===== src/rtl/experiar_consts.svh =====
`ifndef EXPERIAR_CONSTS_SVH
`define EXPERIAR_CONSTS_SVH

// Bus widths
`define EXPERIAR_WB_DATA_WIDTH 32
`define EXPERIAR_WB_ADR_WIDTH 28
`define EXPERIAR_WB_SLAVE_ADR_WIDTH 24

// Local memory holds 512 words
`define EXPERIAR_SRAM_ADDRESS_SIZE 9

// One register covers every pad
`define EXPERIAR_GPIO_WIDTH 32

// Region numbers in master address bits 27..24
`define EXPERIAR_SLAVE_MEMORY 4'h0
`define EXPERIAR_SLAVE_PERIPH 4'h1

// Peripheral register word offsets
`define EXPERIAR_GPIO_OUT 0
`define EXPERIAR_GPIO_OE 1
`define EXPERIAR_GPIO_IN 2
`define EXPERIAR_GPIO_IRQ_EN 3
`define EXPERIAR_GPIO_IRQ_STAT 4

`endif


===== src/rtl/experiar_pkg.sv =====
`include "experiar_consts.svh"

package experiar_pkg;

	typedef logic [`EXPERIAR_WB_DATA_WIDTH-1:0] wb_data_t;
	typedef logic [`EXPERIAR_WB_DATA_WIDTH/8-1:0] wb_sel_t;
	typedef logic [`EXPERIAR_WB_ADR_WIDTH-1:0] wb_adr_t;
	typedef logic [`EXPERIAR_WB_SLAVE_ADR_WIDTH-1:0] wb_slave_adr_t;
	typedef logic [`EXPERIAR_SRAM_ADDRESS_SIZE-1:0] sram_addr_t;
	typedef logic [`EXPERIAR_GPIO_WIDTH-1:0] gpio_t;

	// Request as driven by a master
	typedef struct packed {
		logic cyc;
		logic stb;
		logic we;
		wb_sel_t sel;
		wb_data_t data;
		wb_adr_t adr;
	} wb_req_t;

	// Request after the region bits are stripped
	typedef struct packed {
		logic cyc;
		logic stb;
		logic we;
		wb_sel_t sel;
		wb_data_t data;
		wb_slave_adr_t adr;
	} wb_slave_req_t;

	typedef struct packed {
		logic ack;
		logic stall;
		logic error;
		wb_data_t data;
	} wb_rsp_t;

	// Encoding doubles as the probe code of the holding master
	typedef enum logic [1:0] {
		ARB_IDLE = 2'd0,
		ARB_MASTER0 = 2'd1,
		ARB_MASTER1 = 2'd2
	} arb_state_e;

	// 0 none, 1 memory or master 0, 2 peripherals or master 1
	typedef logic [1:0] probe_t;

endpackage


===== src/rtl/wb_master_port.sv =====
`timescale 1ns/1ps
`include "experiar_consts.svh"

module wb_master_port import experiar_pkg::*; (
		input logic wb_clk_i,
		input logic rst_n_i,

		// Master side
		input wb_req_t master_req_i,
		output wb_rsp_t master_rsp_o,

		// Toward the arbiters
		output logic mem_req_o,
		output logic periph_req_o,
		output wb_slave_req_t slave_req_o,
		input wb_rsp_t mem_rsp_i,
		input wb_rsp_t periph_rsp_i,

		output probe_t current_slave_o
	);

	logic [`EXPERIAR_WB_ADR_WIDTH-`EXPERIAR_WB_SLAVE_ADR_WIDTH-1:0] region;
	logic is_mem;
	logic is_periph;
	logic unmapped_err_q;

	assign region = master_req_i.adr[`EXPERIAR_WB_ADR_WIDTH-1:`EXPERIAR_WB_SLAVE_ADR_WIDTH];
	assign is_mem = (region == `EXPERIAR_SLAVE_MEMORY);
	assign is_periph = (region == `EXPERIAR_SLAVE_PERIPH);

	// Request line stays up for the whole cycle so the arbiter keeps the grant
	assign mem_req_o = master_req_i.cyc && is_mem;
	assign periph_req_o = master_req_i.cyc && is_periph;

	assign slave_req_o.cyc = master_req_i.cyc;
	assign slave_req_o.stb = master_req_i.stb;
	assign slave_req_o.we = master_req_i.we;
	assign slave_req_o.sel = master_req_i.sel;
	assign slave_req_o.data = master_req_i.data;
	assign slave_req_o.adr = master_req_i.adr[`EXPERIAR_WB_SLAVE_ADR_WIDTH-1:0];

	// One-cycle error pulse for a strobe outside both regions
	always_ff @(posedge wb_clk_i) begin
		if (!rst_n_i) begin
			unmapped_err_q <= 1'b0;
		end else begin
			unmapped_err_q <= master_req_i.cyc && master_req_i.stb && !is_mem && !is_periph
				&& !unmapped_err_q;
		end
	end

	always_comb begin
		master_rsp_o = '0;
		if (is_mem) begin
			master_rsp_o = mem_rsp_i;
		end else if (is_periph) begin
			master_rsp_o = periph_rsp_i;
		end
		master_rsp_o.error = master_rsp_o.error | unmapped_err_q;
	end

	always_comb begin
		current_slave_o = 2'd0;
		if (master_req_i.cyc && is_mem) begin
			current_slave_o = 2'd1;
		end else if (master_req_i.cyc && is_periph) begin
			current_slave_o = 2'd2;
		end
	end

endmodule


===== config.mk =====
export PLATFORM = sky130hd
export DESIGN_NAME = wb_master_port
export DESIGN_NICKNAME = d
export VERILOG_FILES = /design/src/rtl/experiar_pkg.sv /design/src/rtl/wb_master_port.sv
export VERILOG_INCLUDE_DIRS = /design/src /design/src/rtl
export SDC_FILE = /design/constraint.sdc
export NUM_CORES = 1
export LEC_CHECK = 0
export ABC_AREA = 0
export BUFFER_PORTS_ARGS = -buffer_cell sky130_fd_sc_hd__buf_4
export CAP_MARGIN = 20
export CORE_AREA = 2 2 94 96
export CTS_BUF_LIST = sky130_fd_sc_hd__clkbuf_2 sky130_fd_sc_hd__clkbuf_4 sky130_fd_sc_hd__clkbuf_8
export DETAILED_ROUTE_END_ITERATION = 12
export DIE_AREA = 0 0 96 98
export PLACE_DENSITY_LB_ADDON = 0.15
export SETUP_SLACK_MARGIN = 0.15
export SYNTH_ARGS = -nofsm -noshare
export SYNTH_HDL_FRONTEND = slang
export SYNTH_SLANG_ARGS = --single-unit

===== constraint.sdc =====
create_clock -name wb_clk_i -period 2.7 [get_ports wb_clk_i]
set_input_delay 0.135 -clock wb_clk_i [delete_from_list [all_inputs] [get_ports wb_clk_i]]
set_output_delay 0.135 -clock wb_clk_i [all_outputs]
set_load 0.01 [all_outputs]

==> load_flow_metrics.sql <==
INSERT INTO impl_metrics (metric_group, metric, value, unit) VALUES
('floorplan', 'floorplan.die.height', '98', 'µm'),
('critical_path', 'timing.critical_path.fanout_max', '22', ''),
('drt', 'drtIter0Drc', '12', ''),
('layout', 'final_cell_mix', 'sky130_fd_sc_hd__buf_4, sky130_fd_sc_hd__mux2i_1, sky130_fd_sc_hd__nor2_1', ''),
('synthesis', 'post_synth_num_cell_types', '13', ''),
('timing', 'timing.final.crit_share', '59.9', '%'),
('placement', 'globalplace.congestion', '0.648', ''),
('drt', 'via_count', '1070', ''),
('min_path', 'hold_start', 'master_req_i[2]', ''),
('timing', 'slew_viol_final', '0', ''),
('layout', 'stdcell_count', '305', ''),
('placement', 'dp_hpwl', '3.12', 'mm'),
('clock_tree', 'worstSkewPairLatency', '0', 'ns'),
('critical_path', 'crit_type', 'in -> out', ''),
('clock_tree', 'cts_setup_buffers', '0', ''),
('timing', 'rsz0062_at_grt', 'false', ''),
('drt', 'routedWlPerCell', '12.3', 'µm'),
('synthesis', 'yosys_warnings', '0', ''),
('critical_path', 'timing.reg2reg.setup_slack', '2.10', 'ns'),
('timing', 'period_needed', '1.62', 'ns'),
('status', 'status', 'finished, final reports clean', ''),
('critical_path', 'rr_worst_depth', '2', ''),
('drt', 'postRouteWirelength', '3.76', 'mm'),
('drt', 'ant_nets', '0', ''),
('power_and_ir_drop', 'vdd_drop_max', '0.0000571', 'V'),
('synthesis', 'synth_seq_area_share', '1.81', '%'),
('drt', 'viasPerCell', '3.51', ''),
('critical_path', 'worstReg2RegStart', 'unmapped_err_q$_SDFF_PN0_', ''),
('timing', 'hold_viol', '0', ''),
('floorplan', 'die_width', '96', 'µm'),
('critical_path', 'critical_path_required', '2.57', 'ns'),
('floorplan', 'dieArea', '9410', 'µm²'),
('power_and_ir_drop', 'power.total', '206', 'µW'),
('floorplan', 'num_io_pins', '241', ''),
('global_route', 'grt_max_degree', '39', ''),
('layout', 'number_of_flip_flops_in_the_largest_register', '1', ''),
('placement', 'portBuffers', '118', ''),
('floorplan', 'initial_utilization', '13.1', '%'),
('layout', 'filler_cell_count', '963', ''),
('layout', 'nNetsFinal', '338', ''),
('floorplan', 'placeableCoreArea', '8470', 'µm²'),
('synthesis', 'postSynthAreaPerCell', '7.37', 'µm²'),
('power_and_ir_drop', 'power_leakage', '0.000886', 'µW'),
('timing', 'finalClockSkew', '0', 'ns'),
('floorplan', 'core.rowCount', '34', ''),
('clock_tree', 'post_cts_resized', '0', ''),
('global_route', 'groute.usage.overall', '6.71', '%'),
('power_and_ir_drop', 'power.density', '130', 'nW/µm²'),
('global_route', 'grt_antenna_before_repair', '0', ''),
('clock_tree', 'holdBufCountCts', '0', ''),
('job', 'drv_cap', '0', ''),
('timing', 'finalSetupTns', '0', 'ns'),
('critical_path', 'worstSetupEndpointType', 'output port', ''),
('global_route', 'grt_pass1_vias', '971', ''),
('critical_path', 'crit-reg2reg-capture', 'unmapped_err_q$_SDFF_PN0_', ''),
('timing', 'worst_slew_margin_rel', '59.1', '%'),
('global_route', 'grt_pass1_wl', '5.10', 'mm'),
('placement', 'place_inst', '305', ''),
('min_path', 'timing.hold.worst.class', 'in -> out', ''),
('drt', 'drc_errors', '0', ''),
('min_path', 'timing.hold.worst_endpoint', 'slave_req_o[2]', ''),
('layout', 'largest_register', 'unmapped_err_q', ''),
('timing', 'maxClockFrequency', '0.619', 'GHz'),
('synthesis', 'flops_latches_synth', '1', ''),
('min_path', 'hold_path_depth', '0', ''),
('layout', 'largest_registers_in_the_final_layout', 'unmapped_err_q: 1 flops', ''),
('critical_path', 'cp.arrival', '1.48', 'ns'),
('layout', 'drive_gt1_share', '61.4', '%'),
('global_route', 'grt.overflow.total', '0', ''),
('synthesis', 'postSynthNetCount', '289', ''),
('layout', 'n_antenna_cell', '0', ''),
('drt', 'drt-pass1-iter-count', '4', ''),
('timing', 'setup-violations-final', '0', ''),
('critical_path', 'cp-start-kind', 'input port', ''),
('timing', 'max_slew.worst_pin.slew', '0.613', 'ns'),
('layout', 'mostFrequentLayoutCell', 'sky130_fd_sc_hd__buf_4', ''),
('synthesis', 'post_synth_instance_area', '1100', 'µm²'),
('layout', 'area_delta_synth_final', '43.3', '%'),
('synthesis', 'synth_instances', '150', '');
[worst max-delay path, stage by stage]
cell and delay (ns):
sky130_fd_sc_hd__buf_4 0.11, sky130_fd_sc_hd__or3_1 0.63, sky130_fd_sc_hd__buf_4 0.33, sky130_fd_sc_hd__nor2_1 0.13, sky130_fd_sc_hd__buf_4 0.13
[metrics by stage]
step	setup slack [ns]	hold slack, ns	utilization, %	instance area [µm²]
2_1_floorplan	1.33	0.278	-	1100
3_3_place_gp	1.07	0.270	18.7	1580
3_5_place_dp	1.06	0.270	18.7	1580
4_1_cts	1.05	0.270	18.7	1580
5_1_grt	0.963	0.270	18.7	1580
6_report	1.08	0.270	18.7	1580
[where the power goes]
group	internal (µW)	switching, µW	leakage [µW]	total (µW)
Combinational	122	68.1	0.000877	190
Sequential	15.7	0.298	0.00000818	16.0
Clock	0	0	0	0
Total	137	68.4	0.000886	206
[cell type report]
cell class / instances / area, µm² / share of cell area (%)
timing repair buffer: 119 / 893 / 56.4
tap: 108 / 135 / 8.54
multi-input combinational: 77 / 534 / 33.8
sequential: 1 / 20.0 / 1.26
[routing by layer]
layer  track usage [%]  wire (µm)  vias up  share of wire [%]
met5                 0          0        -                  0
met4              3.96        207        0                5.5
met3              1.47        562       22                 15
met2              12.9       1920       85                 51
met1              6.19       1060      447                 28
li1                  -          -      516                  -
[worst max path at each step]
stage,start,endpoint,slack (ns),cells after the start
after CTS,master_req_i[27],master_rsp_o[2],1.05,5
after global placement,master_req_i[27],master_rsp_o[11],1.07,5
after global routing,master_req_i[27],master_rsp_o[14],0.96,5
final,master_req_i[27],master_rsp_o[10],1.08,5
after detailed placement,master_req_i[27],master_rsp_o[9],1.06,5
after floorplan,master_req_i[27],current_slave_o[0],1.33,4
[cells by family (layout without fill, tap and decap cells)]
group	after synthesis	in the layout	synth area share, %
mux	35	35	31.7
simple gates	41	41	16.0
flops	1	1	1.81
compound gates	1	1	0.680
buf+inv	72	119	49.8
[Yosys cell counts (all sizes together)]
cell type,count,area share [%]
nor3,1,0.45
and3,2,1.1
nor2,35,12
nand4b,1,0.79
buf,72,50
dfxtp,1,1.8
mux2i,35,32
o21bai,1,0.68
or3,1,0.57
nor3b,1,0.68
No activity file was read; power rests on OpenSTA's default activity.
