<file path="src/rtl/experiar_consts.svh">
`ifndef EXPERIAR_CONSTS_SVH
`define EXPERIAR_CONSTS_SVH

// Bus widths
`define EXPERIAR_WB_DATA_WIDTH 32
`define EXPERIAR_WB_ADR_WIDTH 28
`define EXPERIAR_WB_SLAVE_ADR_WIDTH 24

// Local memory holds 512 words
`define EXPERIAR_SRAM_ADDRESS_SIZE 9

// One register covers every pad
`define EXPERIAR_GPIO_WIDTH 32

// Region numbers in master address bits 27..24
`define EXPERIAR_SLAVE_MEMORY 4'h0
`define EXPERIAR_SLAVE_PERIPH 4'h1

// Peripheral register word offsets
`define EXPERIAR_GPIO_OUT 0
`define EXPERIAR_GPIO_OE 1
`define EXPERIAR_GPIO_IN 2
`define EXPERIAR_GPIO_IRQ_EN 3
`define EXPERIAR_GPIO_IRQ_STAT 4

`endif

</file>
<file path="src/rtl/experiar_pkg.sv">
`include "experiar_consts.svh"

package experiar_pkg;

	typedef logic [`EXPERIAR_WB_DATA_WIDTH-1:0] wb_data_t;
	typedef logic [`EXPERIAR_WB_DATA_WIDTH/8-1:0] wb_sel_t;
	typedef logic [`EXPERIAR_WB_ADR_WIDTH-1:0] wb_adr_t;
	typedef logic [`EXPERIAR_WB_SLAVE_ADR_WIDTH-1:0] wb_slave_adr_t;
	typedef logic [`EXPERIAR_SRAM_ADDRESS_SIZE-1:0] sram_addr_t;
	typedef logic [`EXPERIAR_GPIO_WIDTH-1:0] gpio_t;

	// Request as driven by a master
	typedef struct packed {
		logic cyc;
		logic stb;
		logic we;
		wb_sel_t sel;
		wb_data_t data;
		wb_adr_t adr;
	} wb_req_t;

	// Request after the region bits are stripped
	typedef struct packed {
		logic cyc;
		logic stb;
		logic we;
		wb_sel_t sel;
		wb_data_t data;
		wb_slave_adr_t adr;
	} wb_slave_req_t;

	typedef struct packed {
		logic ack;
		logic stall;
		logic error;
		wb_data_t data;
	} wb_rsp_t;

	// Encoding doubles as the probe code of the holding master
	typedef enum logic [1:0] {
		ARB_IDLE = 2'd0,
		ARB_MASTER0 = 2'd1,
		ARB_MASTER1 = 2'd2
	} arb_state_e;

	// 0 none, 1 memory or master 0, 2 peripherals or master 1
	typedef logic [1:0] probe_t;

endpackage

</file>
<file path="src/rtl/wb_gpio.sv">
`timescale 1ns/1ps
`include "experiar_consts.svh"

module wb_gpio import experiar_pkg::*; (
		input logic wb_clk_i,
		input logic rst_n_i,

		input wb_slave_req_t req_i,
		output wb_rsp_t rsp_o,

		// Pads
		input gpio_t io_i,
		output gpio_t io_o,
		output gpio_t io_oeb_o,

		output logic irq_o
	);

	logic [`EXPERIAR_WB_SLAVE_ADR_WIDTH-3:0] word_offset;
	logic offset_valid;
	logic accept;
	logic ack_q;
	logic err_q;
	wb_data_t rdata_q;
	wb_data_t read_word;
	gpio_t out_q;
	gpio_t oeb_q;
	gpio_t in_q;
	gpio_t in_prev_q;
	gpio_t irq_en_q;
	gpio_t irq_stat_q;
	gpio_t rising;

	assign word_offset = req_i.adr[`EXPERIAR_WB_SLAVE_ADR_WIDTH-1:2];
	assign offset_valid = (word_offset <= `EXPERIAR_GPIO_IRQ_STAT);
	assign accept = req_i.cyc && req_i.stb && !ack_q && !err_q;

	// Edge seen on the synchronized pad value
	assign rising = in_q & ~in_prev_q;

	always_comb begin
		case (word_offset)
			`EXPERIAR_GPIO_OUT: read_word = out_q;
			`EXPERIAR_GPIO_OE: read_word = oeb_q;
			`EXPERIAR_GPIO_IN: read_word = in_q;
			`EXPERIAR_GPIO_IRQ_EN: read_word = irq_en_q;
			`EXPERIAR_GPIO_IRQ_STAT: read_word = irq_stat_q;
			default: read_word = '0;
		endcase
	end

	always_ff @(posedge wb_clk_i) begin
		if (!rst_n_i) begin
			ack_q <= 1'b0;
			err_q <= 1'b0;
			out_q <= '0;
			oeb_q <= '1;
			in_q <= '0;
			in_prev_q <= '0;
			irq_en_q <= '0;
			irq_stat_q <= '0;
		end else begin
			in_q <= io_i;
			in_prev_q <= in_q;
			ack_q <= accept && offset_valid;
			err_q <= accept && !offset_valid;
			irq_stat_q <= irq_stat_q | (rising & irq_en_q);
			// Full-word writes, sel is ignored
			if (accept && offset_valid && req_i.we) begin
				case (word_offset)
					`EXPERIAR_GPIO_OUT: out_q <= req_i.data;
					`EXPERIAR_GPIO_OE: oeb_q <= req_i.data;
					`EXPERIAR_GPIO_IRQ_EN: irq_en_q <= req_i.data;
					// New edges win over a clear in the same cycle
					`EXPERIAR_GPIO_IRQ_STAT: irq_stat_q <= (irq_stat_q & ~req_i.data) | (rising & irq_en_q);
					default: ;
				endcase
			end
		end
	end

	always_ff @(posedge wb_clk_i) begin
		if (accept) rdata_q <= read_word;
	end

	assign rsp_o.ack = ack_q;
	assign rsp_o.stall = 1'b0;
	assign rsp_o.error = err_q;
	assign rsp_o.data = rdata_q;

	assign io_o = out_q;
	assign io_oeb_o = oeb_q;
	assign irq_o = |irq_stat_q;

endmodule

</file>
<file path="config.mk">
export PLATFORM = sky130hd
export DESIGN_NAME = wb_gpio
export DESIGN_NICKNAME = d
export VERILOG_FILES = /design/src/rtl/experiar_pkg.sv /design/src/rtl/wb_gpio.sv
export VERILOG_INCLUDE_DIRS = /design/src /design/src/rtl
export SDC_FILE = /design/constraint.sdc
export NUM_CORES = 1
export LEC_CHECK = 0
export ABC_AREA = 1
export BUFFER_PORTS_ARGS = -buffer_cell sky130_fd_sc_hd__buf_4
export CORE_AREA = 4 4 129 143
export DETAILED_ROUTE_END_ITERATION = 12
export DIE_AREA = 0 0 133 147
export GPL_TIMING_DRIVEN = 0
export PLACE_DENSITY = 0.86
export RECOVER_POWER = 50
export SLEW_MARGIN = 20
export SYNTH_ARGS = -nofsm -noshare
export SYNTH_HDL_FRONTEND = slang
export SYNTH_SLANG_ARGS = --single-unit
</file>
<file path="constraint.sdc">
create_clock -name wb_clk_i -period 3.3 [get_ports wb_clk_i]
set_input_delay 0.66 -clock wb_clk_i [delete_from_list [all_inputs] [get_ports wb_clk_i]]
set_output_delay 0.66 -clock wb_clk_i [all_outputs]
set_load 0.005 [all_outputs]
</file>
==> results of run 1 <==
cell usage in the layout, fill, tap and decap left out, types with 2 or more instances in the layout:
cell type / netlist / layout
nand2_1: 395 / 395
inv_1: 265 / 265
dfxtp_1: 194 / 194
nand3_1: 133 / 133
nor2_1: 116 / 116
buf_4: 10 / 99
clkbuf_4: 0 / 88
nand4_1: 66 / 66
clkbuf_1: 38 / 57
a21oi_1: 33 / 33
nand3b_1: 32 / 32
o21ai_0: 32 / 32
edfxtp_1: 32 / 32
buf_2: 30 / 30
clkbuf_16: 0 / 23
nor4_1: 8 / 8
buf_1: 4 / 4
clkbuf_8: 0 / 4
nor2_2: 2 / 2
clkinv_2: 0 / 2
path summary, 6_finish.rpt:
kind | startpoint | to | slack (ps) | depth (start not counted)
max | irq_stat_q[3] | irq_o | 480 | 4
min | io_i[26] | in_q[26] | 330 | 3
max reg2reg | ack_q | io_o[30] | 1060 | 7
min reg2reg | in_q[13] | in_prev_q[13] | 450 | 2
stage by stage:
step	setup WS, ps	cells
after detailed placement	597.6	1820
after global routing	498.0	1860
final	480.6	1860
after floorplan	924.5	1399
after global placement	-209.1	1820
after CTS	544.3	1860
logic make-up (layout without fill, tap and decap cells):
logic type | Yosys count | count (layout) | share of synthesized area (%)
AOI/OAI and AO/OA | 65 | 65 | 3.280
DFF | 226 | 226 | 48.85
and+or+nand+nor | 759 | 759 | 33.90
buffers and inverters | 348 | 575 | 13.93
other | 1 | 1 | 0.03781
power by group:
part | switching (mW) | total, mW | internal [mW]
clock network | 1.06 | 2.51 | 1.45
registers | 0.0279 | 2.87 | 2.84
logic | 0.195 | 0.315 | 0.120
per-layer routing:
metal  share of wire (%)  up-vias  global-route usage [%]
li1                    -     4726                       -
met4                 5.8        0                   19.18
met1                  36     4770                   40.51
met5                   0        -                       0
met3                  12      164                   7.089
met2                  47      749                   55.84
registers in the layout, summed over array words and instances (netlist names), 32 cells and up:
register and cells:
io_oeb_o 32, rdata_q 32, irq_stat_q 32, io_o 32, in_prev_q 32, irq_en_q 32, in_q 32
area by class of cell:
class	count	area, um^2
fill	1324	4668
buffer	82	384.1
clock inverter	3	40.04
sequential	226	4845
clock buffer	37	668.1
tap	234	292.8
timing repair buffer	187	1366
multi-input combinational	825	3691
inverter	266	998.5
critical path, stage by stage (launching register included):
cell	delay [ps]
dfxtp_1	330
nor4_1	660
nand4_1	170
or2_2	340
buf_4	150
==> impl_metrics.csv, run 1 <==
group,metric,value,unit
critical_path,cp.required,2640,ps
timing,drv_slew,0,
synth,synth_area,0.009917,mm^2
timing,maxSlewHeadroom,14.81,%
cts,numCtsBuffers,23,
final_layout,antenna_cells,0,
synth,yosysMostFrequentCell,"nand2_1",
power_and_ir_drop,powerDensity,463.6,mW/mm^2
floorplanning,fp.dieH,147,um
placement,hpwlAfterDp,22670,um
routing,drc,0,
final_layout,nets,1708,
timing,final.setup_skew,11.60,ps
critical_path,arrival,2160,ps
synth,synthArstFlopShare,0,%
cts,path_clk_slew,60,ps
timing,finalSetupTns,0,ps
cts,post_cts_buffers,0,
synth,syn_area_per_cell,7.089,um^2
floorplanning,initial_utilization,58.49,%
synth,yosysWarnings,0,
critical_path,cp-end-kind,"primary output",
routing,routedWlPerCell,18.19,um
placement,gp_congestion,0.9487,
timing,finalCritPeriodShare,85.44,%
timing,rsz0062_at_grt,"no",
floorplanning,fp.dieW,133,um
grt,grt_pass1_wl,52010,um
floorplanning,rows,50,
critical_path,cp_max_fo,3,
cts,cts_tree,"yes",
cts,cts_resized,0,
cts,cts_root_buffer,"clkbuf_16",
cts,cts_sinks,226,
cts,ctsHoldBuffers,0,
critical_path,startpoint_type,"flop",
synth,yosysSeqAreaShare,48.85,%
final_layout,drive_gt1_share,15.68,%
routing,dr_total_vias,10410,
grt,antenna_found_initial,0,
critical_path,crit_type,"reg2out",
final_layout,area_growth,23.88,%
timing,hold_viol_final,0,
floorplanning,die_area,0.01955,mm^2
routing,viasPerCell,5.596,
synth,synth_area_leaders,"dfxtp_1 39%, nand2_1 15%, inv_1 10%",
synth,synth_nets,1496,
status,status,"complete, no violations",
job,max-cap-violations,0,
routing,wl,33830,um
hold_path,worstHoldPathType,"in2reg",
cts,clk_latency,520,ps
placement,port_buffers,187,
grt,grt_overflow,0,
synth,synth_cells,1399,
timing,fmax,0.3547,GHz
timing,worst_pin_slew,1278,ps
synth,synth-edff-count,32,
grt,grt_max_degree,42,
grt,grt.total_usage,33.64,%
routing,first_pass_iters,6,
synth,synthFlopType,"dfxtp_1",
power_and_ir_drop,p_total,5.695,mW
cts,cts_max_level,1,
final_layout,post-route-util,72.46,%
timing,setup_viol,0,
floorplanning,core,0.01695,mm^2
placement,dpl-instance-area,0.01162,mm^2
synth,netlist.area_leader.share,39.16,%
routing,ant_nets,0,
power_and_ir_drop,power.leakage,6.090,nW
synth,netlist_top_cells_count,"395 x nand2_1, 265 x inv_1, 194 x dfxtp_1",
grt,grt_pass1_vias,9919,
power_and_ir_drop,ir_drop,0.4075,mV
synth,yosysTopAreaCell,"dfxtp_1",
cts,cts.path.max_buffers,3,
synth,yosys_register_bits,226,
synth,yosysUniqueCellTypes,25,
timing,whs,330.0,ps
routing,dr.first_iter.drc_count,1451,
floorplanning,io_pins,197,
timing,layout_min_cycle_time,2819,ps
final_layout,post-route-cell-area,0.01229,mm^2
Power figures use the tool's default switching activity.
==> run 2: changes to the inputs <==
--- a/config.mk
+++ b/config.mk
@@ -13,7 +13,7 @@
 export DIE_AREA = 0 0 133 147
 export GPL_TIMING_DRIVEN = 0
 export PLACE_DENSITY = 0.86
-export RECOVER_POWER = 50
+export RECOVER_POWER = 25
 export SLEW_MARGIN = 20
 export SYNTH_ARGS = -nofsm -noshare
 export SYNTH_HDL_FRONTEND = slang
==> run 2 against run 1 <==
Net effect:
- utilization rose by 0.074 points
- design area rose by 0.10%
- wire length barely moved
==> impl_metrics.csv, run 2 (synthesized netlist as in run 1, its figures left out) <==
group,metric,value,unit
routing,viasPerCell,5.581,
floorplanning,io_pins,197,
critical_path,r2r_slack,1230,ps
status,status,"complete, no violations",
timing,rsz0062_at_grt,"no",
timing,maxSlewHeadroom,38.49,%
critical_path,cp_slowest_cell,"nor4_1",
grt,grt_overflow,0,
hold_path,hold_start,"io_i[5]",
critical_path,rr_startpoint,"ack_q",
critical_path,arrival,2200,ps
job,max-cap-violations,0,
routing,wl,33810,um
final_layout,drive_gt1_share,15.81,%
timing,finalCritPeriodShare,86.75,%
timing,final.setup_skew,11.35,ps
timing,worst_pin_slew,922.7,ps
timing,fmax,0.3493,GHz
critical_path,cp_max_fo,3,
routing,ant_nets,0,
timing,setup_viol,0,
critical_path,crit_family,"simple AND/OR/NAND/NOR gates",
routing,dr.first_iter.drc_count,1392,
placement,port_buffers,187,
cts,path_clk_slew,60,ps
final_layout,n_fill_cell,1321,
floorplanning,fp.dieW,133,um
critical_path,startpoint_type,"flop",
final_layout,final_cell_mix,"395 x nand2_1, 265 x inv_1, 194 x dfxtp_1, 133 x nand3_1, 116 x nor2_1",
cts,cts_resized,0,
cts,cts_sinks,226,
critical_path,cp-end-kind,"primary output",
cts,clk_latency,510,ps
cts,cts_tree,"yes",
timing,whs,328.3,ps
critical_path,crit_path_start,"irq_stat_q[16]",
placement,hpwlAfterDp,22670,um
timing,layout_min_cycle_time,2863,ps
final_layout,area_growth,24.01,%
floorplanning,die_area,0.01955,mm^2
final_layout,seqCellArea,0.004845,mm^2
floorplanning,core,0.01695,mm^2
grt,grt.total_usage,33.64,%
final_layout,post-route-cell-area,0.01230,mm^2
floorplanning,fp.dieH,147,um
cts,numCtsBuffers,23,
cts,cts_root_buffer,"clkbuf_16",
routing,drc,0,
placement,gp_congestion,0.9487,
floorplanning,initial_utilization,58.49,%
critical_path,path_buf_inv,1,
final_layout,final_common_cell,"nand2_1",
final_layout,nets,1708,
grt,grt_max_degree,42,
routing,dr_total_vias,10390,
placement,dpl.cell_count,1820,
placement,dpl-instance-area,0.01162,mm^2
critical_path,cp.required,2640,ps
cts,post_cts_buffers,0,
power_and_ir_drop,power.leakage,6.100,nW
critical_path,path_cells,"nor4_1 > nand4_1 > or2_2 > buf_4",
timing,hold_viol_final,0,
cts,cts.path.max_buffers,3,
critical_path,crit_type,"reg2out",
grt,grt_pass1_wl,52010,um
final_layout,multiInputGateArea,0.003691,mm^2
power_and_ir_drop,p_total,5.698,mW
critical_path,cpPeakStageDelay,500,ps
cts,cts_max_level,1,
grt,antenna_found_initial,0,
grt,grt_pass1_vias,9919,
floorplanning,rows,50,
routing,routedWlPerCell,18.17,um
power_and_ir_drop,powerDensity,463.4,mW/mm^2
final_layout,stdcell_count,1861,
hold_path,worstHoldPathType,"in2reg",
routing,first_pass_iters,6,
power_and_ir_drop,ir_drop,0.4074,mV
timing,drv_slew,0,
cts,ctsHoldBuffers,0,
run 2: path summary, 6_finish.rpt:
check                   endpoint  cells after the start
hold / removal           in_q[5]                      3
hold reg to reg    in_prev_q[13]                      2
setup reg to reg  irq_stat_q[19]                      8
setup / recovery           irq_o                      4
run 2: worst min-delay path, cell delays in order:
cell	delay, ps
buf_4	70
nand2_1	40
inv_1	40
run 2: final cells by class:
type                    count  share of cell area (%)
clock inverters             3                  0.3256
well taps                 234                   2.381
plain buffers              82                   3.144
diodes                      1                 0.02035
multi-input cells         825                   30.01
clock buffers              37                   5.433
inverters                 266                   8.119
flip-flops and latches    226                   39.39
repair buffers            187                   11.17
run 2: power breakdown:
group          switching (mW)  internal [mW]  total [mW]
Clock                    1.06           1.45        2.52
Sequential             0.0276           2.84        2.87
Combinational           0.195          0.121       0.315
Total                    1.28           4.42        5.70
run 2: metrics by stage:
stage	setup WS, ps	utilization [%]	TNS, ps
after floorplan	924.5	-	0
final	437.2	72.54	0
after CTS	544.3	72.70	0
after global routing	498.0	72.52	0
after detailed placement	597.6	68.52	0
after global placement	-209.1	68.50	-6000
run 2: metal layers:
metal	GRT usage [%]	share of wire, %	up-vias
li1	-	-	4726
met1	40.51	36	4780
met2	55.84	46	715
met3	7.089	12	166
met4	19.18	6.2	0
met5	0	0	-
