[src/rtl/experiar_consts.svh]
`ifndef EXPERIAR_CONSTS_SVH
`define EXPERIAR_CONSTS_SVH

// Bus widths
`define EXPERIAR_WB_DATA_WIDTH 32
`define EXPERIAR_WB_ADR_WIDTH 28
`define EXPERIAR_WB_SLAVE_ADR_WIDTH 24

// Local memory holds 512 words
`define EXPERIAR_SRAM_ADDRESS_SIZE 9

// One register covers every pad
`define EXPERIAR_GPIO_WIDTH 32

// Region numbers in master address bits 27..24
`define EXPERIAR_SLAVE_MEMORY 4'h0
`define EXPERIAR_SLAVE_PERIPH 4'h1

// Peripheral register word offsets
`define EXPERIAR_GPIO_OUT 0
`define EXPERIAR_GPIO_OE 1
`define EXPERIAR_GPIO_IN 2
`define EXPERIAR_GPIO_IRQ_EN 3
`define EXPERIAR_GPIO_IRQ_STAT 4

`endif

[src/rtl/experiar_pkg.sv]
`include "experiar_consts.svh"

package experiar_pkg;

	typedef logic [`EXPERIAR_WB_DATA_WIDTH-1:0] wb_data_t;
	typedef logic [`EXPERIAR_WB_DATA_WIDTH/8-1:0] wb_sel_t;
	typedef logic [`EXPERIAR_WB_ADR_WIDTH-1:0] wb_adr_t;
	typedef logic [`EXPERIAR_WB_SLAVE_ADR_WIDTH-1:0] wb_slave_adr_t;
	typedef logic [`EXPERIAR_SRAM_ADDRESS_SIZE-1:0] sram_addr_t;
	typedef logic [`EXPERIAR_GPIO_WIDTH-1:0] gpio_t;

	// Request as driven by a master
	typedef struct packed {
		logic cyc;
		logic stb;
		logic we;
		wb_sel_t sel;
		wb_data_t data;
		wb_adr_t adr;
	} wb_req_t;

	// Request after the region bits are stripped
	typedef struct packed {
		logic cyc;
		logic stb;
		logic we;
		wb_sel_t sel;
		wb_data_t data;
		wb_slave_adr_t adr;
	} wb_slave_req_t;

	typedef struct packed {
		logic ack;
		logic stall;
		logic error;
		wb_data_t data;
	} wb_rsp_t;

	// Encoding doubles as the probe code of the holding master
	typedef enum logic [1:0] {
		ARB_IDLE = 2'd0,
		ARB_MASTER0 = 2'd1,
		ARB_MASTER1 = 2'd2
	} arb_state_e;

	// 0 none, 1 memory or master 0, 2 peripherals or master 1
	typedef logic [1:0] probe_t;

endpackage

[src/rtl/wb_slave_arbiter.sv]
`timescale 1ns/1ps
`include "experiar_consts.svh"

module wb_slave_arbiter import experiar_pkg::*; (
		input logic wb_clk_i,
		input logic rst_n_i,

		input logic req0_i,
		input logic req1_i,
		input wb_slave_req_t port0_req_i,
		input wb_slave_req_t port1_req_i,

		output wb_slave_req_t slave_req_o,
		input wb_rsp_t slave_rsp_i,

		output wb_rsp_t port0_rsp_o,
		output wb_rsp_t port1_rsp_o,

		output probe_t current_master_o
	);

	arb_state_e state_q;
	arb_state_e state_d;
	logic grant0;
	logic grant1;

	// Fixed priority, master 0 wins a tie
	always_comb begin
		state_d = state_q;
		case (state_q)
			ARB_IDLE: begin
				if (req0_i) begin
					state_d = ARB_MASTER0;
				end else if (req1_i) begin
					state_d = ARB_MASTER1;
				end
			end
			ARB_MASTER0: if (!req0_i) state_d = ARB_IDLE;
			ARB_MASTER1: if (!req1_i) state_d = ARB_IDLE;
			default: state_d = ARB_IDLE;
		endcase
	end

	always_ff @(posedge wb_clk_i) begin
		if (!rst_n_i) begin
			state_q <= ARB_IDLE;
		end else begin
			state_q <= state_d;
		end
	end

	// Gate with the request so a master's strobe toward the other slave never leaks here
	assign grant0 = (state_q == ARB_MASTER0) && req0_i;
	assign grant1 = (state_q == ARB_MASTER1) && req1_i;

	always_comb begin
		slave_req_o = '0;
		if (grant0) begin
			slave_req_o = port0_req_i;
		end else if (grant1) begin
			slave_req_o = port1_req_i;
		end
	end

	// A waiting master sees stall until it holds the slave
	always_comb begin
		port0_rsp_o = '0;
		port1_rsp_o = '0;
		if (grant0) begin
			port0_rsp_o = slave_rsp_i;
		end else begin
			port0_rsp_o.stall = req0_i;
		end
		if (grant1) begin
			port1_rsp_o = slave_rsp_i;
		end else begin
			port1_rsp_o.stall = req1_i;
		end
	end

	assign current_master_o = probe_t'(state_q);

endmodule

[config.mk]
export PLATFORM = sky130hd
export DESIGN_NAME = wb_slave_arbiter
export DESIGN_NICKNAME = d
export VERILOG_FILES = /design/src/rtl/experiar_pkg.sv /design/src/rtl/wb_slave_arbiter.sv
export VERILOG_INCLUDE_DIRS = /design/src /design/src/rtl
export SDC_FILE = /design/constraint.sdc
export NUM_CORES = 1
export LEC_CHECK = 0
export BUFFER_PORTS_ARGS = -buffer_cell sky130_fd_sc_hd__buf_2
export CORE_AREA = 5 5 112 114
export DETAILED_ROUTE_END_ITERATION = 7
export DIE_AREA = 0 0 117 119
export PLACE_DENSITY = 0.5
export SETUP_SLACK_MARGIN = 0.4
export SYNTH_ARGS = -nofsm -noshare
export SYNTH_HDL_FRONTEND = slang
export SYNTH_SLANG_ARGS = --single-unit
[constraint.sdc]
create_clock -name wb_clk_i -period 1.4 [get_ports wb_clk_i]
set_clock_uncertainty 0.2 [all_clocks]
set_input_delay 0.14 -clock wb_clk_i [delete_from_list [all_inputs] [get_ports wb_clk_i]]
set_output_delay 0.14 -clock wb_clk_i [all_outputs]
set_load 0.02 [all_outputs]
==> results.md, run 1 <==
- Reg2Reg Setup Slack: 0.14 ns
- Min-delay src: rst_n_i
- Critical path startpoint category: register
- DR DRC count: 0
- CTS Buf Count: 3
- Netlist cell types: 16
- Port bufs: approximately 300
- Max-Cap Viols: 0
- Critical-path maximum fanout: 34
- 1st-pass router iterations: 4
- Core area: approximately 11000 um2
- Hold Path Class: primary input to register
- Worst path arrival time: 1.36 ns
- Maximum VDD drop: 276.3 uV
- Worst setup startpoint: current_master_o[0]$_SDFFE_PN0P_
- Clock slew at reported path FFs: 0.03 ns
- Cells after synthesis: 310
- Critical path class: register to primary output
- Synthesized flop and latch total: 2
- CTS Buffer Depth: 2
- Syn nets: 475
- Reg2Reg Launch Point: current_master_o[0]$_SDFFE_PN0P_
- Avg Inst Size Synth: roughly 5.6 um2
- ANT nets after route: 0
- R2r endpoint: current_master_o[1]$_SDFFE_PN0P_
- Initial antenna violation count: 1
- Synth area leaders: and2_1, o22ai_1, nand3_1
- Slew Limit Headroom: 84.59%
- Vias in the first global route: 3693
- Via/cell ratio: 4.706
- Die Height: 119 um
- Post-route clock period utilization: 121.3%
- Ratio of cells with drive above 1 in the final layout: between 80% and 90%
- R2r worst-path depth: 3
- Row count: 39
- Setup crit end: port1_rsp_o[0]
- Final min period: 1.698 ns
- Die ar.: about 14000 um2
- DRT iter0 DRCs: 171
- First-pass GRT wire length: 19.38 mm
- RePlAce Congestion: 0.9094
- Clk Latency, worst-skew pair: 0.22 ns
- Synth-to-Final Area Change: 243.4%
- Via count: 3638
- RSZ-0062 raised after global routing: true
- Slew @ Worst Pin: 0.2311 ns
- Failing checks: hold timing, setup timing
- Tightest hold margin: -0.02223 ns
- Largest area contributor in the netlist: and2_1
- Drt wl/cell: ~18 um
- Hold Fails Final Rpt: 1
- Status: complete, but fails checks
- Initial Util: between 15 and 20%
- P per Cell Area: 345.0 nW/um2
- Gr ovfl total: 0
- Ys Warns: 0
- CP Capture Type: primary output
- Total Wirelength: 14.25 mm
- Htree depth: 1
- CTS tree: built
- Clk sinks: 2
- Register area share after synthesis: 2.301%
- Req. time, crit path: 1.06 ns
- Lkg Pwr: approximately 0.0026 uW
- All-Layer GR Usage: 17.21%
- Ports: 300
- Synth top area share: 24.44%
- Fmax achieved: around 590 MHz
- Place WS: -0.1339 ns
- Die width: 117 um
- Layout net count: 796
- Hpwl dp: about 10 mm
- Final setup viols: 134
- Mapped cell area: 1740 um2
- Slew Viols, Final: 0
- Root buffer cell: clkbuf_16
- Largest net degree at the start of global routing: 35
- Final setup margin: -0.2984 ns
- Max FFs per register: 2
-- synth_stat cells, drive strengths merged --
cell    number
nand2       63
and2        68
and3         1
o22ai       63
inv          3
clkbuf       2
dfxtp        2
o31a         2
buf         39
and3b        2
a211oi       1
nand2b       1
nand3       63
-- layer usage --
metal,GRT usage [%],share of wire [%],up-vias
met5,0,0,-
li1,-,-,1740
met3,3.245,9.1,24
met2,32.54,54,198
met1,18.62,34,1676
met4,6.093,2.9,0
-- area by class of cell --
class,count,area [um2]
clock buffer,3,75.07
timing repair buffer,356,3151
fill,1020,5345
sequential,2,47.55
tap,143,178.9
antenna,1,2.502
inverter,3,11.26
multi-input combinational,265,2510
-- layout by cell type (no fill, tap or decap) --
cell / count
buf_2: 167
buf_6: 134
and2_4: 68
nand3_1: 51
nand2_1: 50
o22ai_4: 47
buf_4: 27
o22ai_2: 16
buf_12: 16
nand2_2: 13
clkbuf_16: 12
nand3_2: 7
nand3_4: 5
inv_1: 3
nand2b_4: 2
and3b_2: 2
o31a_1: 2
dfxtp_4: 2
buf_8: 2
diode_2: 1
and3_1: 1
a211oi_4: 1
buf_16: 1
-- metrics by stage --
step           power, uW  cell area, um2  TNS [ns]  util [%]  std cells
2_1_floorplan      838.1            2861         0         -        310
3_3_place_gp        1305            4631    -3.884     40.90        752
3_5_place_dp        1314            4631    -5.351     40.90        752
4_1_cts             1857            5263    -33.61     46.49        758
5_1_grt             2173            5976    -40.65     52.79        773
6_report            2061            5976    -34.15     52.79        773
-- worst max-delay path, stage by stage (launching register included) --
cell	delay, ns
dfxtp_4	0.38
and3b_2	0.27
buf_12	0.19
and2_4	0.17
buf_4	0.13
-- power by group --
group          total (uW)  switching [uW]  leakage (uW)  internal [uW]
clock                 425            62.3     0.0000370            363
combinational        1570             758       0.00253            809
sequential           69.4            10.2     0.0000178           59.2
total                2060             830       0.00258           1230
-- kinds of logic after synthesis --
group	after synthesis	share of synthesized area (%)
DFF	2	2.301
AOI/OAI and AO/OA	66	24.08
and+or+nand+nor	198	57.87
buffers and inverters	44	15.74
-- worst min-delay path by stage --
stage | to | depth (start not counted)
floorplan | current_master_o[1]$_SDFFE_PN0P_ | 2
global placement | current_master_o[1]$_SDFFE_PN0P_ | 3
detailed placement | current_master_o[1]$_SDFFE_PN0P_ | 3
CTS | current_master_o[0]$_SDFFE_PN0P_ | 2
global route | current_master_o[0]$_SDFFE_PN0P_ | 2
finish | current_master_o[0]$_SDFFE_PN0P_ | 2
-- timing repair --
item                                    in CTS  in global routing
endpoints found under the hold margin        2                  1
gates resized for setup                    170                129
cloned                                       1                 12
endpoints found under the setup margin     137                137
buffers inserted                             2                  2
pin swaps                                    3                  7
Power figures use the tool's default switching activity.
==> inputs of run 2 (changes only) <==
--- a/config.mk
+++ b/config.mk
@@ -7,10 +7,10 @@
 export NUM_CORES = 1
 export LEC_CHECK = 0
 export BUFFER_PORTS_ARGS = -buffer_cell sky130_fd_sc_hd__buf_2
-export CORE_AREA = 5 5 112 114
+export CORE_AREA = 4 4 115 117
 export DETAILED_ROUTE_END_ITERATION = 7
-export DIE_AREA = 0 0 117 119
-export PLACE_DENSITY = 0.5
+export DIE_AREA = 0 0 119 121
+export PLACE_DENSITY = 0.47
 export SETUP_SLACK_MARGIN = 0.4
 export SYNTH_ARGS = -nofsm -noshare
 export SYNTH_HDL_FRONTEND = slang
==> run 2 against run 1 <==
  * The run still ends with hold timing, setup timing left
  * Sequential power decreased by 5.2%
  * Register-to-register slack about the same
  * First-iteration DRC count down 19%
  * Highest routed layer unchanged
  * Core utilization is 3.7 points lower
  * Cell count is 4.4% higher
  * Largest cell class unchanged
==> results.md, run 2 (synthesis results as in run 1) <==
- P per Cell Area: 340.6 nW/um2 (was 345.0 nW/um2)
- Crit path cell chain: and3b_2 > clkbuf_16 > and2_4 > buf_6 (was and3b_2 > buf_12 > and2_4 > buf_4)
- Final setup margin: -0.2794 ns (was -0.2984 ns)
- Max FFs per register: 2 (unchanged)
- Req. time, crit path: 1.06 ns (about the same)
- Max-Cap Viols: 0 (unchanged)
- Finished Cell Area: 6070 um2 (was 5976 um2)
- Worst path arrival time: 1.34 ns (was 1.36 ns)
- Tightest hold margin: -0.02934 ns (was -0.02223 ns)
- Failing checks: hold timing, setup timing (unchanged)
- Commonest non-fill, non-tap cell in the layout: buf_2 (unchanged)
- Slew Limit Headroom: 86.21% (was 84.59%)
- Clock slew at reported path FFs: 0.03 ns (about the same)
- Hold Path Class: primary input to register (unchanged)
- Initial Util: 14.08% (was 15.37%)
- Final setup viols: 134 (unchanged)
- CP Capture Type: primary output (unchanged)
- Die Height: 121 um (was 119 um)
- Port bufs: 299 (unchanged)
- Htree depth: 1 (unchanged)
- ANT nets after route: 0 (unchanged)
- Layout net count: 799 (was 796)
- Lkg Pwr: 0.002598 uW (was 0.002584 uW)
- Total Wirelength: 12.87 mm (was 14.25 mm)
- CTS Buf Count: 3 (unchanged)
- Reg2Reg Setup Slack: 0.13 ns (was 0.14 ns)
- Post-Layout Cell Count: 807 (was 773)
- Min-delay src: rst_n_i (unchanged)
- Placed cells: 784 (was 752)
- Post-route clock period utilization: 120.0% (was 121.3%)
- Post-DP Area: 4752 um2 (was 4631 um2)
- Critical path startpoint category: register (unchanged)
- Critical path's slowest cell: dfxtp_4 (unchanged)
- Clk Latency, worst-skew pair: 0.22 ns (about the same)
- Initial antenna violation count: 2 (was 1)
- Row count: 41 (was 39)
- Synth-to-Final Area Change: 248.7% (was 243.4%)
- First-pass GRT wire length: 18.86 mm (was 19.38 mm)
- R2r endpoint: current_master_o[1]$_SDFFE_PN0P_ (unchanged)
- Critical path class: register to primary output (unchanged)
- Maximum VDD drop: 235.7 uV (was 276.3 uV)
- Drt wl/cell: 15.95 um (was 18.43 um)
- Vias in the first global route: 3709 (was 3693)
- Core area: 12360 um2 (was 11320 um2)
- Root buffer cell: clkbuf_16 (unchanged)
- CTS tree: built (unchanged)
- Status: complete, but fails checks (unchanged)
- Final min period: 1.679 ns (was 1.698 ns)
- DR DRC count: 0 (unchanged)
- Ratio of cells with drive above 1 in the final layout: 84.18% (was 82.99%)
- CTS Buffer Depth: 2 (unchanged)
- All-Layer GR Usage: 15.89% (was 17.21%)
- Die ar.: 14400 um2 (was 13920 um2)
- Critical path's largest stage delay: 0.36 ns (was 0.38 ns)
- Fmax achieved: 595.4 MHz (was 588.8 MHz)
- RePlAce Congestion: 0.9016 (was 0.9094)
- Hold depth: 3 (was 2)
- Clk sinks: 2 (unchanged)
- Gr ovfl total: 0 (unchanged)
- Critical-path maximum fanout: 17 (was 34)
- Hpwl dp: 9.911 mm (was 10.42 mm)
- R2r worst-path depth: 4 (was 3)
- Via count: 3675 (was 3638)
- Reg2Reg Launch Point: current_master_o[0]$_SDFFE_PN0P_ (unchanged)
- Slew Viols, Final: 0 (unchanged)
- Fin util: 49.09% (was 52.79%)
- Largest net degree at the start of global routing: 36 (was 35)
- Slew @ Worst Pin: 0.2069 ns (was 0.2311 ns)
- 1st-pass router iterations: 4 (unchanged)
- Hold endpoint: current_master_o[1]$_SDFFE_PN0P_ (was current_master_o[0]$_SDFFE_PN0P_)
- Via/cell ratio: 4.554 (was 4.706)
- RSZ-0062 raised after global routing: true (unchanged)
- Hold Fails Final Rpt: 1 (unchanged)
- Ports: 300 (unchanged)
- Die width: 119 um (was 117 um)
- Commonest cells after routing, fill and taps aside: buf_2, buf_6, and2_4 (unchanged)
- DRT iter0 DRCs: 139 (was 171)
run 2: metal layers:
| metal | track usage [%] | vias up | part of all wire [%] |
|---|---|---|---|
| li1 | - | 1740 | - |
| met1 | 17.50 | 1726 | 35 |
| met2 | 30.55 | 195 | 56 |
| met3 | 3.590 | 14 | 8.2 |
| met4 | 3.983 | 0 | 1.5 |
| met5 | 0 | - | 0 |
run 2: power by group:
group          internal, uW  total [uW]  switching, uW
combinational           824        1580            754
clock                   363         424           61.0
sequential             59.1        65.8           6.74
total                  1250        2070            822
run 2: metrics by stage:
| stage | hold slack, ns | total power [uW] | setup TNS [ns] | worst slack, ns |
|---|---|---|---|---|
| 5_1_grt | -0.02298 | 2190 | -39.66 | -0.3314 |
| 3_3_place_gp | 0.1908 | 1344 | -6.051 | -0.07745 |
| 4_1_cts | -0.03830 | 1980 | -33.91 | -0.3011 |
| 3_5_place_dp | 0.1923 | 1351 | -6.815 | -0.08622 |
| 6_report | -0.02934 | 2067 | -33.05 | -0.2794 |
| 2_1_floorplan | 0.06358 | 838.1 | 0 | 0.02256 |
run 2: layout make-up:
class	count	area [um2]
Fill cell	1133	6294
Antenna cell	3	7.507
Inverter	3	16.27
Tap cell	172	215.2
Multi-Input combinational cell	264	2536
Sequential cell	2	47.55
Clock buffer	3	75.07
Timing Repair Buffer	360	3172
run 2: timing repair:
item	4_1_cts	5_1_grt
buffers inserted	6	6
resized for setup	240	69
pin swaps	7	8
hold endpoints to repair	1	1
setup endpoints to repair	137	137
cloned	1	4
run 2: critical path, delay by kind of cell (launching register included):
family / cells / cell delay (ns)
simple gates: 2 / 0.46
flops: 1 / 0.36
buf+inv: 2 / 0.30
run 2: worst max path at each step:
stage / start / end / slack, ns / depth (start not counted)
CTS: current_master_o[1]$_SDFFE_PN0P_ / port1_rsp_o[33] / -0.30 / 5
global placement: current_master_o[0]$_SDFFE_PN0P_ / slave_req_o[20] / -0.08 / 5
finish: current_master_o[0]$_SDFFE_PN0P_ / port1_rsp_o[1] / -0.28 / 4
floorplan: current_master_o[1]$_SDFFE_PN0P_ / slave_req_o[10] / 0.02 / 3
detailed placement: current_master_o[0]$_SDFFE_PN0P_ / slave_req_o[20] / -0.09 / 5
global route: current_master_o[0]$_SDFFE_PN0P_ / slave_req_o[34] / -0.33 / 5
